**src/rtl/lc3b_types.sv**
```systemverilog
package lc3b_types;

	typedef logic [15:0] lc3b_word;

	typedef enum logic [3:0]
	{
		op_br   = 4'b0000,
		op_add  = 4'b0001,
		op_ldb  = 4'b0010,
		op_stb  = 4'b0011,
		op_jsr  = 4'b0100,
		op_and  = 4'b0101,
		op_ldr  = 4'b0110,
		op_str  = 4'b0111,
		op_rti  = 4'b1000,
		op_not  = 4'b1001,
		op_ldi  = 4'b1010,
		op_sti  = 4'b1011,
		op_jmp  = 4'b1100,
		op_shf  = 4'b1101,
		op_lea  = 4'b1110,
		op_trap = 4'b1111
	} lc3b_opcode;

	// indirect ops walk through all three, direct ops stay in phase_first
	typedef enum logic [1:0]
	{
		phase_first = 2'b00,
		phase_gap   = 2'b01,
		phase_final = 2'b10
	} mem_phase;

endpackage : lc3b_types

```
**src/rtl/dmem_bus_pkg.sv**
```systemverilog
package dmem_bus_pkg;

	// bit 1 high byte, bit 0 low byte
	typedef logic [1:0] lc3b_mem_wmask;

	// extra wait states before resp
	localparam int default_wait_cycles = 2;

	// word address width of the data ram
	localparam int default_addr_bits = 8;

endpackage : dmem_bus_pkg

```
**src/rtl/ex_mem_latch.sv**
```systemverilog
module ex_mem_latch
(
	input  logic                    clk,
	input  logic                    rst,
	input  logic                    advance,
	input  logic                    flush,
	input  lc3b_types::lc3b_opcode  opcode_in,
	input  lc3b_types::lc3b_word    alu_in,
	input  lc3b_types::lc3b_word    dest_in,
	output logic                    valid,
	output lc3b_types::lc3b_opcode  opcode,
	output lc3b_types::lc3b_word    alu_out,
	output lc3b_types::lc3b_word    dest_out
);

	// new entry wins over an invalidate in the same cycle
	always_ff @(posedge clk)
	begin
		if (rst)
		begin
			valid <= 1'b0;
		end
		else if (advance)
		begin
			valid <= 1'b1;
		end
		else if (flush)
		begin
			valid <= 1'b0;
		end
	end

	always_ff @(posedge clk)
	begin
		if (advance)
		begin
			opcode   <= opcode_in;
			alu_out  <= alu_in;
			dest_out <= dest_in;
		end
	end

endmodule : ex_mem_latch

```
**src/rtl/mem_access_ctrl.sv**
```systemverilog
module mem_access_ctrl
(
	input  logic                        clk,
	input  logic                        rst,
	input  logic                        load_ex_mem,
	input  logic                        control_flush,
	input  logic                        valid,
	input  lc3b_types::lc3b_opcode      opcode,
	input  lc3b_types::lc3b_word        alu_out,
	input  lc3b_types::lc3b_word        dest_out,
	input  logic                        dmem_resp,
	input  lc3b_types::lc3b_word        dmem_rdata,
	output logic                        dmem_cyc,
	output logic                        dmem_stb,
	output logic                        dmem_write,
	output dmem_bus_pkg::lc3b_mem_wmask dmem_byte_enable,
	output lc3b_types::lc3b_word        dmem_address,
	output lc3b_types::lc3b_word        dmem_wdata,
	output logic                        mem_stall,
	output logic                        advance,
	output logic                        flush,
	output logic                        complete
);

	import lc3b_types::*;

	mem_phase phase;
	lc3b_word pointer;
	logic     is_mem;
	logic     is_ind;
	logic     bus_active;
	logic     bus_resp;
	logic     last_access;

	always_comb
	begin
		is_mem = 1'b0;
		is_ind = 1'b0;
		case (opcode)
			op_ldr, op_str, op_ldb, op_stb, op_trap:
			begin
				is_mem = 1'b1;
			end
			op_ldi, op_sti:
			begin
				is_mem = 1'b1;
				is_ind = 1'b1;
			end
			default:
			begin
				is_mem = 1'b0;
			end
		endcase
	end

	// bus idles in the gap and whenever the entry is being flushed
	assign bus_active  = valid && is_mem && !control_flush && (phase != phase_gap);
	assign bus_resp    = bus_active && dmem_resp;
	assign last_access = !is_ind || (phase == phase_final);

	assign dmem_cyc   = bus_active;
	assign dmem_stb   = bus_active;
	assign dmem_write = bus_active && ((opcode == op_str) || (opcode == op_stb) ||
		((opcode == op_sti) && (phase == phase_final)));

	assign dmem_address = (phase == phase_final) ? pointer : alu_out;

	always_comb
	begin
		dmem_wdata       = dest_out;
		dmem_byte_enable = 2'b11;
		if (opcode == op_stb)
		begin
			dmem_wdata = {dest_out[7:0], dest_out[7:0]};
			if (alu_out[0])
				dmem_byte_enable = 2'b10;
			else
				dmem_byte_enable = 2'b01;
		end
	end

	assign complete  = valid && !control_flush && (!is_mem || (bus_resp && last_access));
	assign mem_stall = valid && is_mem && !control_flush && !(bus_resp && last_access);
	assign advance   = load_ex_mem && !mem_stall;

	// retiring an entry invalidates it unless a new one arrives
	assign flush = control_flush || complete;

	always_ff @(posedge clk)
	begin
		if (rst)
		begin
			phase <= phase_first;
		end
		else if (control_flush)
		begin
			phase <= phase_first;
		end
		else
		begin
			case (phase)
				phase_first:
				begin
					if (bus_resp && is_ind)
						phase <= phase_gap;
				end
				phase_gap:
				begin
					phase <= phase_final;
				end
				phase_final:
				begin
					if (bus_resp)
						phase <= phase_first;
				end
				default:
				begin
					phase <= phase_first;
				end
			endcase
		end
	end

	// pointer word from the first read of ldi/sti
	always_ff @(posedge clk)
	begin
		if (bus_resp && is_ind && (phase == phase_first))
			pointer <= dmem_rdata;
	end

endmodule : mem_access_ctrl

```
**src/rtl/mem_wb_align.sv**
```systemverilog
module mem_wb_align
(
	input  logic                    clk,
	input  logic                    rst,
	input  logic                    complete,
	input  lc3b_types::lc3b_opcode  opcode,
	input  lc3b_types::lc3b_word    alu_out,
	input  logic                    addr_lsb,
	input  lc3b_types::lc3b_word    dmem_rdata,
	output logic                    wb_valid,
	output lc3b_types::lc3b_opcode  wb_opcode,
	output lc3b_types::lc3b_word    wb_data
);

	import lc3b_types::*;

	logic [7:0] load_byte;
	lc3b_word   result;

	assign load_byte = addr_lsb ? dmem_rdata[15:8] : dmem_rdata[7:0];

	always_comb
	begin
		case (opcode)
			op_ldb:
			begin
				result = {{8{load_byte[7]}}, load_byte};
			end
			op_ldr, op_ldi, op_trap:
			begin
				result = dmem_rdata;
			end
			// alu ops pass through, stores report the address (the pointer for sti)
			default:
			begin
				result = alu_out;
			end
		endcase
	end

	always_ff @(posedge clk)
	begin
		if (rst)
			wb_valid <= 1'b0;
		else
			wb_valid <= complete;
	end

	always_ff @(posedge clk)
	begin
		if (complete)
		begin
			wb_opcode <= opcode;
			wb_data   <= result;
		end
	end

endmodule : mem_wb_align

```
**src/rtl/data_ram.sv**
```systemverilog
module data_ram
#(
	parameter int wait_cycles = dmem_bus_pkg::default_wait_cycles,
	parameter int addr_bits   = dmem_bus_pkg::default_addr_bits
)
(
	input  logic                        clk,
	input  logic                        rst,
	input  logic                        dmem_cyc,
	input  logic                        dmem_stb,
	input  logic                        dmem_write,
	input  dmem_bus_pkg::lc3b_mem_wmask dmem_byte_enable,
	input  lc3b_types::lc3b_word        dmem_address,
	input  lc3b_types::lc3b_word        dmem_wdata,
	output lc3b_types::lc3b_word        dmem_rdata,
	output logic                        dmem_resp
);

	import lc3b_types::*;

	localparam int cnt_bits = $clog2(wait_cycles + 2);

	lc3b_word               mem [2**addr_bits];
	logic [cnt_bits-1:0]    wait_count;
	logic [addr_bits-1:0]   word_index;
	logic                   request;

	assign request    = dmem_cyc && dmem_stb;
	assign word_index = dmem_address[addr_bits:1];

	// counts consecutive strobe cycles, restarts after each resp
	always_ff @(posedge clk)
	begin
		if (rst)
		begin
			wait_count <= '0;
			dmem_resp  <= 1'b0;
		end
		else
		begin
			dmem_resp <= request && !dmem_resp && (wait_count == cnt_bits'(wait_cycles));
			if (!request || dmem_resp)
				wait_count <= '0;
			else if (wait_count != cnt_bits'(wait_cycles))
				wait_count <= wait_count + 1'b1;
		end
	end

	always_ff @(posedge clk)
	begin
		if (request && !dmem_resp && (wait_count == cnt_bits'(wait_cycles)))
			dmem_rdata <= mem[word_index];
	end

	// write lands at the end of the resp cycle, if strobe is still up
	always_ff @(posedge clk)
	begin
		if (request && dmem_resp && dmem_write)
		begin
			if (dmem_byte_enable[1])
				mem[word_index][15:8] <= dmem_wdata[15:8];
			if (dmem_byte_enable[0])
				mem[word_index][7:0] <= dmem_wdata[7:0];
		end
	end

endmodule : data_ram

```
**src/rtl/mem_stage_top.sv**
```systemverilog
module mem_stage_top
#(
	parameter int wait_cycles = dmem_bus_pkg::default_wait_cycles,
	parameter int addr_bits   = dmem_bus_pkg::default_addr_bits
)
(
	input  logic                    clk,
	input  logic                    rst,
	input  logic                    load_ex_mem,
	input  logic                    control_flush,
	input  lc3b_types::lc3b_opcode  opcode,
	input  lc3b_types::lc3b_word    alu_out,
	input  lc3b_types::lc3b_word    dest_out,
	output logic                    mem_stall,
	output logic                    wb_valid,
	output lc3b_types::lc3b_opcode  wb_opcode,
	output lc3b_types::lc3b_word    wb_data
);

	import lc3b_types::*;
	import dmem_bus_pkg::*;

	logic          advance;
	logic          flush;
	logic          complete;
	logic          ex_valid;
	lc3b_opcode    ex_opcode;
	lc3b_word      ex_alu;
	lc3b_word      ex_dest;
	logic          dmem_cyc;
	logic          dmem_stb;
	logic          dmem_write;
	lc3b_mem_wmask dmem_byte_enable;
	lc3b_word      dmem_address;
	lc3b_word      dmem_wdata;
	lc3b_word      dmem_rdata;
	logic          dmem_resp;

	ex_mem_latch ex_mem
	(
		.clk       (clk),
		.rst       (rst),
		.advance   (advance),
		.flush     (flush),
		.opcode_in (opcode),
		.alu_in    (alu_out),
		.dest_in   (dest_out),
		.valid     (ex_valid),
		.opcode    (ex_opcode),
		.alu_out   (ex_alu),
		.dest_out  (ex_dest)
	);

	mem_access_ctrl ctrl
	(
		.clk              (clk),
		.rst              (rst),
		.load_ex_mem      (load_ex_mem),
		.control_flush    (control_flush),
		.valid            (ex_valid),
		.opcode           (ex_opcode),
		.alu_out          (ex_alu),
		.dest_out         (ex_dest),
		.dmem_resp        (dmem_resp),
		.dmem_rdata       (dmem_rdata),
		.dmem_cyc         (dmem_cyc),
		.dmem_stb         (dmem_stb),
		.dmem_write       (dmem_write),
		.dmem_byte_enable (dmem_byte_enable),
		.dmem_address     (dmem_address),
		.dmem_wdata       (dmem_wdata),
		.mem_stall        (mem_stall),
		.advance          (advance),
		.flush            (flush),
		.complete         (complete)
	);

	// muxed address doubles as the store address for writeback
	mem_wb_align wb
	(
		.clk        (clk),
		.rst        (rst),
		.complete   (complete),
		.opcode     (ex_opcode),
		.alu_out    (dmem_address),
		.addr_lsb   (dmem_address[0]),
		.dmem_rdata (dmem_rdata),
		.wb_valid   (wb_valid),
		.wb_opcode  (wb_opcode),
		.wb_data    (wb_data)
	);

	data_ram #(
		.wait_cycles (wait_cycles),
		.addr_bits   (addr_bits)
	) ram
	(
		.clk              (clk),
		.rst              (rst),
		.dmem_cyc         (dmem_cyc),
		.dmem_stb         (dmem_stb),
		.dmem_write       (dmem_write),
		.dmem_byte_enable (dmem_byte_enable),
		.dmem_address     (dmem_address),
		.dmem_wdata       (dmem_wdata),
		.dmem_rdata       (dmem_rdata),
		.dmem_resp        (dmem_resp)
	);

endmodule : mem_stage_top

```
**config.mk**
```make
export PLATFORM = sky130hd
export DESIGN_NAME = mem_stage_top
export DESIGN_NICKNAME = d
export VERILOG_FILES = /design/src/rtl/lc3b_types.sv /design/src/rtl/dmem_bus_pkg.sv /design/src/rtl/ex_mem_latch.sv /design/src/rtl/mem_access_ctrl.sv /design/src/rtl/mem_wb_align.sv /design/src/rtl/data_ram.sv /design/src/rtl/mem_stage_top.sv
export SDC_FILE = /design/constraint.sdc
export NUM_CORES = 2
export LEC_CHECK = 0
export BUFFER_PORTS_ARGS = -buffer_cell sky130_fd_sc_hd__clkbuf_2
export CORE_MARGIN = 3
export CORE_UTILIZATION = 60
export DETAILED_ROUTE_END_ITERATION = 6
export PLACE_DENSITY = 0.86
export SYNTH_ARGS = -nofsm -noshare
export SYNTH_HDL_FRONTEND = slang
export SYNTH_SLANG_ARGS = --single-unit
```
**constraint.sdc**
```tcl
create_clock -name clk -period 18 [get_ports clk]
set_input_delay 3.6 -clock clk [delete_from_list [all_inputs] [get_ports clk]]
set_output_delay 3.6 -clock clk [all_outputs]
set_load 0.1 [all_outputs]
```
# Word level (Yosys, flattened, before mapping)
# Memory sizes are Yosys's and may differ from the RTL's. A register that Yosys moved wholly into a read port is not among the register bits.
# Cells that the tools add are included.
[totals] mem_bits_rw=4096 out_inout_bits=22 n_memories=1 regBits=79 input_bits=40 wordCells=83
[mem_list] memory="ram.mem" depth=256 word_bits=16 rd=1 rd_clocked_by_memory_dff=1 write_ports=1 line="data_ram.sv:23" source="lc3b_word mem [2**addr_bits];"
[op_classes] reduce_logical=37 n_eq_ne=14 n_mux=19 addsub=1
[ops] op="16-bit 2-to-1 mux" n=2
[ops] op="16-bit one-hot mux with 2 select lines" n=1
[ops] op="1-bit logical AND" n=16
[ops] op="4-bit == test, second input constant" n=3
[ops] op="1-bit 2-to-1 mux" n=10
[ops] op="4-bit by 2-bit == test with 1-bit output, second input constant" n=2
[ops] op="4-bit by 3-bit == test with 1-bit output, second input constant" n=2
[ops] op="2-bit 2-to-1 mux" n=4
[ops] op="8-bit 2-to-1 mux" n=1
[ops] op="1-bit zero test" n=7
[ops] op="7-bit OR reduction" n=1
[ops] op="1-bit logical OR" n=6
[ops] op="2-bit by 1-bit != test with 1-bit output, second input constant" n=3
[ops] op="2-bit one-hot mux with 3 select lines" n=1
[ops] op="2-bit OR reduction" n=3
[ops] op="2-bit == test, second input constant" n=2
[ops] op="3-bit OR reduction" n=1
[ops] op="2-bit by 1-bit adder with 2-bit output, second input constant" n=1
[ops] op="2-bit by 1-bit == test with 1-bit output, second input constant" n=1
[ops] op="2-bit zero test" n=1
[ops] op="2-bit != test, second input constant" n=1
[ops] op="2-bit AND reduction" n=1
[ops] op="2-bit nonzero test" n=1

# Longest topological paths before layout
[depth] ltp_word=13 ltp_mapped=15 ltp_nobuf=8

# Hierarchy
# Synthesis repeated with hierarchy kept, for this count alone.
[unflattened] cells_unflattened=7233 area_unflattened_um2=159928.4
[by_module_without_submodules] module="data_ram" n_inst=1 area_per_inst_um2=156759.1 cells_per_inst=7047
[by_module_without_submodules] module="ex_mem_latch" n_inst=1 area_per_inst_um2=1119.8 cells_per_inst=40
[by_module_without_submodules] module="mem_access_ctrl" n_inst=1 area_per_inst_um2=1077.3 cells_per_inst=85
[by_module_without_submodules] module="mem_wb_align" n_inst=1 area_per_inst_um2=972.2 cells_per_inst=61

# Worst setup path before layout
# OpenSTA, ideal clock, no wires.
[synth_timing] path_kind="input to output" start="input port control_flush" end="output port mem_stall" slack_ns=8.982 path_buffers=0 path_stages=3 required_time_ns=14.400 arrival_time_ns=5.418 cell_sequence="nor2b_1 > nand3_1 > a21oi_1"
[synth_via] elab_chain_len=7
[synth_lines] item="from (decl)" line="mem_stage_top.sv:10" source="input logic control_flush,"
[synth_lines] item="1-bit zero test (*)" line="mem_access_ctrl.sv:57, mem_access_ctrl.sv:83"
[synth_lines] item="1-bit logical AND (*)" line="mem_access_ctrl.sv:57, mem_access_ctrl.sv:83"
[synth_lines] item="1-bit logical AND" line="mem_access_ctrl.sv:57" source="assign bus_active = valid && is_mem && !control_flush && (phase != phase_gap);"
[synth_lines] item="1-bit logical AND" line="mem_access_ctrl.sv:58" source="assign bus_resp = bus_active && dmem_resp;"
[synth_lines] item="1-bit logical AND" line="mem_access_ctrl.sv:83" source="assign mem_stall = valid && is_mem && !control_flush && !(bus_resp && last_access);"
[synth_lines] item="1-bit zero test" line="mem_access_ctrl.sv:83"
[synth_lines] item="1-bit logical AND (*)" line="mem_access_ctrl.sv:83"
[synth_lines] item="to (decl)" line="mem_stage_top.sv:14" source="output logic mem_stall,"
# Mark *: on every way between the ends. The rest lies on a longest branch, timed or not.

# Final worst setup path
[layout_timing] start="register ctrl.phase[1]" end="register ram.dmem_rdata[1], read port of ram.mem (data pin)"
[layout_via] elab_chain_len=4 elab_cells_between_ends=6 classes_between="eq/ne: 2; mux: 1; reduce/logical: 3"
[layout_lines] item="from (decl)" line="mem_access_ctrl.sv:27" source="mem_phase phase;"
[layout_lines] item="from (signal assigned)" line="mem_access_ctrl.sv:93" source="phase <= phase_first;"
[layout_lines] item="from (signal assigned)" line="mem_access_ctrl.sv:97" source="phase <= phase_first;"
[layout_lines] item="from (signal assigned)" line="mem_access_ctrl.sv:105" source="phase <= phase_gap;"
[layout_lines] item="2-bit by 1-bit != test with 1-bit output" line="mem_access_ctrl.sv:57"
[layout_lines] item="1-bit logical AND" line="mem_access_ctrl.sv:57"
[layout_lines] item="1-bit logical AND (2 in series)" line="data_ram.sv:51" source="if (request && !dmem_resp && (wait_count == cnt_bits'(wait_cycles)))"
[layout_lines] item="to (decl)" line="data_ram.sv:15" source="output lc3b_types::lc3b_word dmem_rdata,"
# Several ways; a longest one is shown, not always the timed one.
# A chain may end at the register's enable or synchronous reset.

==> impl_metrics.py <==
metrics = {
    "status": {
        "outcome": "complete, but fails checks",
        "violations": "DRC",
    },
    "setup_path": {
        "required_ns": 18.71,
        "end_kind": "flip-flop",
        "critPathKind": "reg2reg",
        "critPathLaunchType": "flip-flop",
        "path_max_fanout": 60,
        "cp_data_arrival_time_ns": 9.94,
    },
    "pwr": {
        "total_leakage_power_nw": 58.1,
        "vdd_drop_max_mv": 0.139,
        "pwr_density_cell_nw_per_um2": 111,
    },
    "finish": {
        "num-nets-final": 9235,
        "n_fill_cell": 15500,
        "most-common-layout-cells": "edfxtp_1 (4184), nand2_1 (699), mux2i_1 (697)",
        "drive_gt1_share_pct": 13.8,
        "final_common_cell": "edfxtp_1",
        "syn_to_final_growth_pct": 9.82,
        "final_util_pct": 66.5,
    },
    "clock_tree": {
        "clk_pin_slew_ns": 0.06,
        "cts_tree": "done",
        "root_buffer": "clkbuf_16",
        "clock_latency_ns": 1.05,
        "clock_path_buffers": 4,
        "postCtsSetupBuffers": 0,
        "post_cts_resize_count": 0,
        "cts_buffers": 404,
        "cts_sinks": 4191,
        "htreeDepth": 5,
        "cts.hold.buffers_added": 0,
    },
    "floorplan": {
        "start_util_pct": 60.6,
        "dieArea_um2": 281000,
        "core_area_um2": 272000,
        "rows": 191,
        "num_io_pins": 62,
        "die_h_um": 530,
        "die_w_um": 530,
    },
    "grt": {
        "grt_max_degree": 199,
        "grt_pass1_vias": 94800,
        "antenna_found_initial": 20,
        "grt_pass1_wl_um": 653000,
        "grt_overflow": 0,
        "globalRouteTotalUtil_pct": 31.8,
    },
    "route": {
        "drt_iter0_drc": 18200,
        "viasPerCell": 7.37,
        "routedWlPerCell_um": 34.5,
        "routed_wl_um": 452000,
        "drc": 7,
        "ant_nets": 0,
        "firstDrtPassIters": 7,
        "vias": 96500,
    },
    "sta": {
        "max_freq_mhz": 108,
        "slew_headroom_pct": 4.03,
        "finalCritPeriodShare_pct": 51.3,
        "hold_violations": 0,
        "maxSlewViolCount": 0,
        "rsz0062_at_grt": "false",
        "setup_violations": 0,
        "period_minus_slack_ns": 9.23,
        "setup_tns_ns": 0,
        "finalClockSkew_ns": 0.0834,
        "tightest_slew_ns": 1.42,
    },
    "place": {
        "place.gp.congestion": 0.895,
        "portBuffers": 61,
        "dp_hpwl_um": 248000,
    },
    "yosys": {
        "seq_area_frac_synth_pct": 76.4,
        "ys_ff_latch": 4191,
        "synth_edf_count": 4184,
        "synthFlopType": "edfxtp_1",
        "async_flop_share_pct": 0,
        "yosys_warnings": 0,
        "netlist_instances": 9201,
        "ys_types": 65,
        "synth_area_um2": 165000,
        "syn_avg_cell_area_um2": 17.9,
        "syn_nets": 9242,
    },
    "worst_hold_path": {
        "hold_path_class": "reg2reg",
    },
    "job": {
        "maxCapViolCount": 0,
    },
}
path summary, 6_finish.rpt:
check                                 start  slack (ns)                        endpoint  cells after the start
max reg2reg      ctrl.phase[1]$_SDFFE_PP0P_        8.77     ram.dmem_rdata[1]$_DFFE_PP_                     12
min          ram.wait_count[1]$_SDFFE_PP0N_        0.51  ram.wait_count[1]$_SDFFE_PP0N_                      2
max              ctrl.phase[1]$_SDFFE_PP0P_        8.77     ram.dmem_rdata[1]$_DFFE_PP_                     12
min reg2reg  ram.wait_count[1]$_SDFFE_PP0N_        0.51  ram.wait_count[1]$_SDFFE_PP0N_                      2
area by class of cell:
type	count	area, um2	area share [%]
flip-flops and latches	4191	126000	69.5
multi-input cells	4226	35900	19.8
clock buffers	506	10600	5.88
well taps	3570	4470	2.47
clock inverters	209	1890	1.04
repair buffers	233	1710	0.945
inverters	138	520	0.288
diodes	11	27.5	0.0152
critical path: stages (launching register included):
cell      delay [ns]
dfxtp_1         1.07
nand2b_4        0.54
a21boi_4        0.95
buf_4           0.87
buf_4           0.81
buf_4           0.92
buf_4           0.86
mux2i_1         0.36
a221oi_1        0.21
o41ai_1         0.53
a31oi_1         0.40
nor4_1          1.02
nand2_1         0.15
through the flow:
step                total power, mW  instance area (um2)  hold slack (ns)  instances  setup slack, ns
floorplan                      11.6               165000            0.424       9201             8.98
global placement               11.9               168000            0.468      12400             9.29
CTS                            20.0               181000            0.514      13100             9.30
finish                         20.1               181000            0.507      13100             8.77
global route                   20.4               181000            0.534      13100             8.45
detailed placement             11.9               168000            0.501      12400             9.43
Yosys cell counts, types with 16 or more instances:
library cell  number  area, um2
edfxtp_1        4184     126000
nand2_1          706       2650
mux2i_1          699       7000
nor2_1           540       2030
mux4_2           448      10100
clkbuf_1         367       1380
a221oi_1         272       2380
nand3_1          259       1300
a211oi_1         209       1570
buf_2            182        911
a22oi_1          160       1200
o211ai_1         144       1080
inv_1            138        518
a21oi_1           99        495
o211a_1           80        801
a31oi_1           69        432
a311oi_1          64        561
a32oi_1           64        561
o41ai_1           64        561
o21ai_0           44        220
buf_4             39        293
nor4_1            38        238
o31ai_1           36        270
o22ai_1           33        206
a32o_1            32        320
and4_1            32        280
buf_1             32        120
buf_6             26        293
nor3_1            17       85.1
a22o_1            16        140
o2111ai_1         16        140
power breakdown:
part / total [mW] / internal [mW] / switching [mW]
clock: 8.26 / 4.66 / 3.60
combinational: 1.00 / 0.273 / 0.732
sequential: 10.8 / 10.8 / 0.0111
cells by family (layout without fill, tap and decap cells):
| kind of cell | Yosys count | count (layout) | share of synthesized area [%] |
|---|---|---|---|
| AOI/OAI and AO/OA | 1436 | 1436 | 6.88 |
| xor gates and xnor gates | 1 | 1 | 0.00532 |
| adders and majority gates | 1 | 1 | 0.00759 |
| buffers and inverters | 784 | 1086 | 2.13 |
| DFF | 4191 | 4191 | 76.4 |
| muxes | 1156 | 1156 | 10.4 |
| other | 0 | 11 | 0 |
| and+or+nand+nor | 1632 | 1632 | 4.18 |
routing by layer:
layer / share of wire [%] / GRT usage (%) / wire length [um] / vias up
met1: 31 / 40.1 / 141000 / 47200
met2: 46 / 48.9 / 209000 / 9845
met4: 7.9 / 20.4 / 35600 / 16
li1: - / - / - / 37400
met5: 0.022 / 0 / 101 / -
met3: 15 / 9.07 / 65800 / 2030
registers in the layout (all words and copies together), names as in the netlist:
signal / count
ram.mem: 4096
ctrl.pointer: 16
ex_mem.alu_out: 16
ex_mem.dest_out: 16
ram.dmem_rdata: 16
wb.wb_data: 16
ex_mem.opcode: 4
wb.wb_opcode: 4
ctrl.phase: 2
ram.wait_count: 2
ex_mem.valid: 1
ram.dmem_resp: 1
wb.wb_valid: 1
No activity file was read; power rests on OpenSTA's default activity.
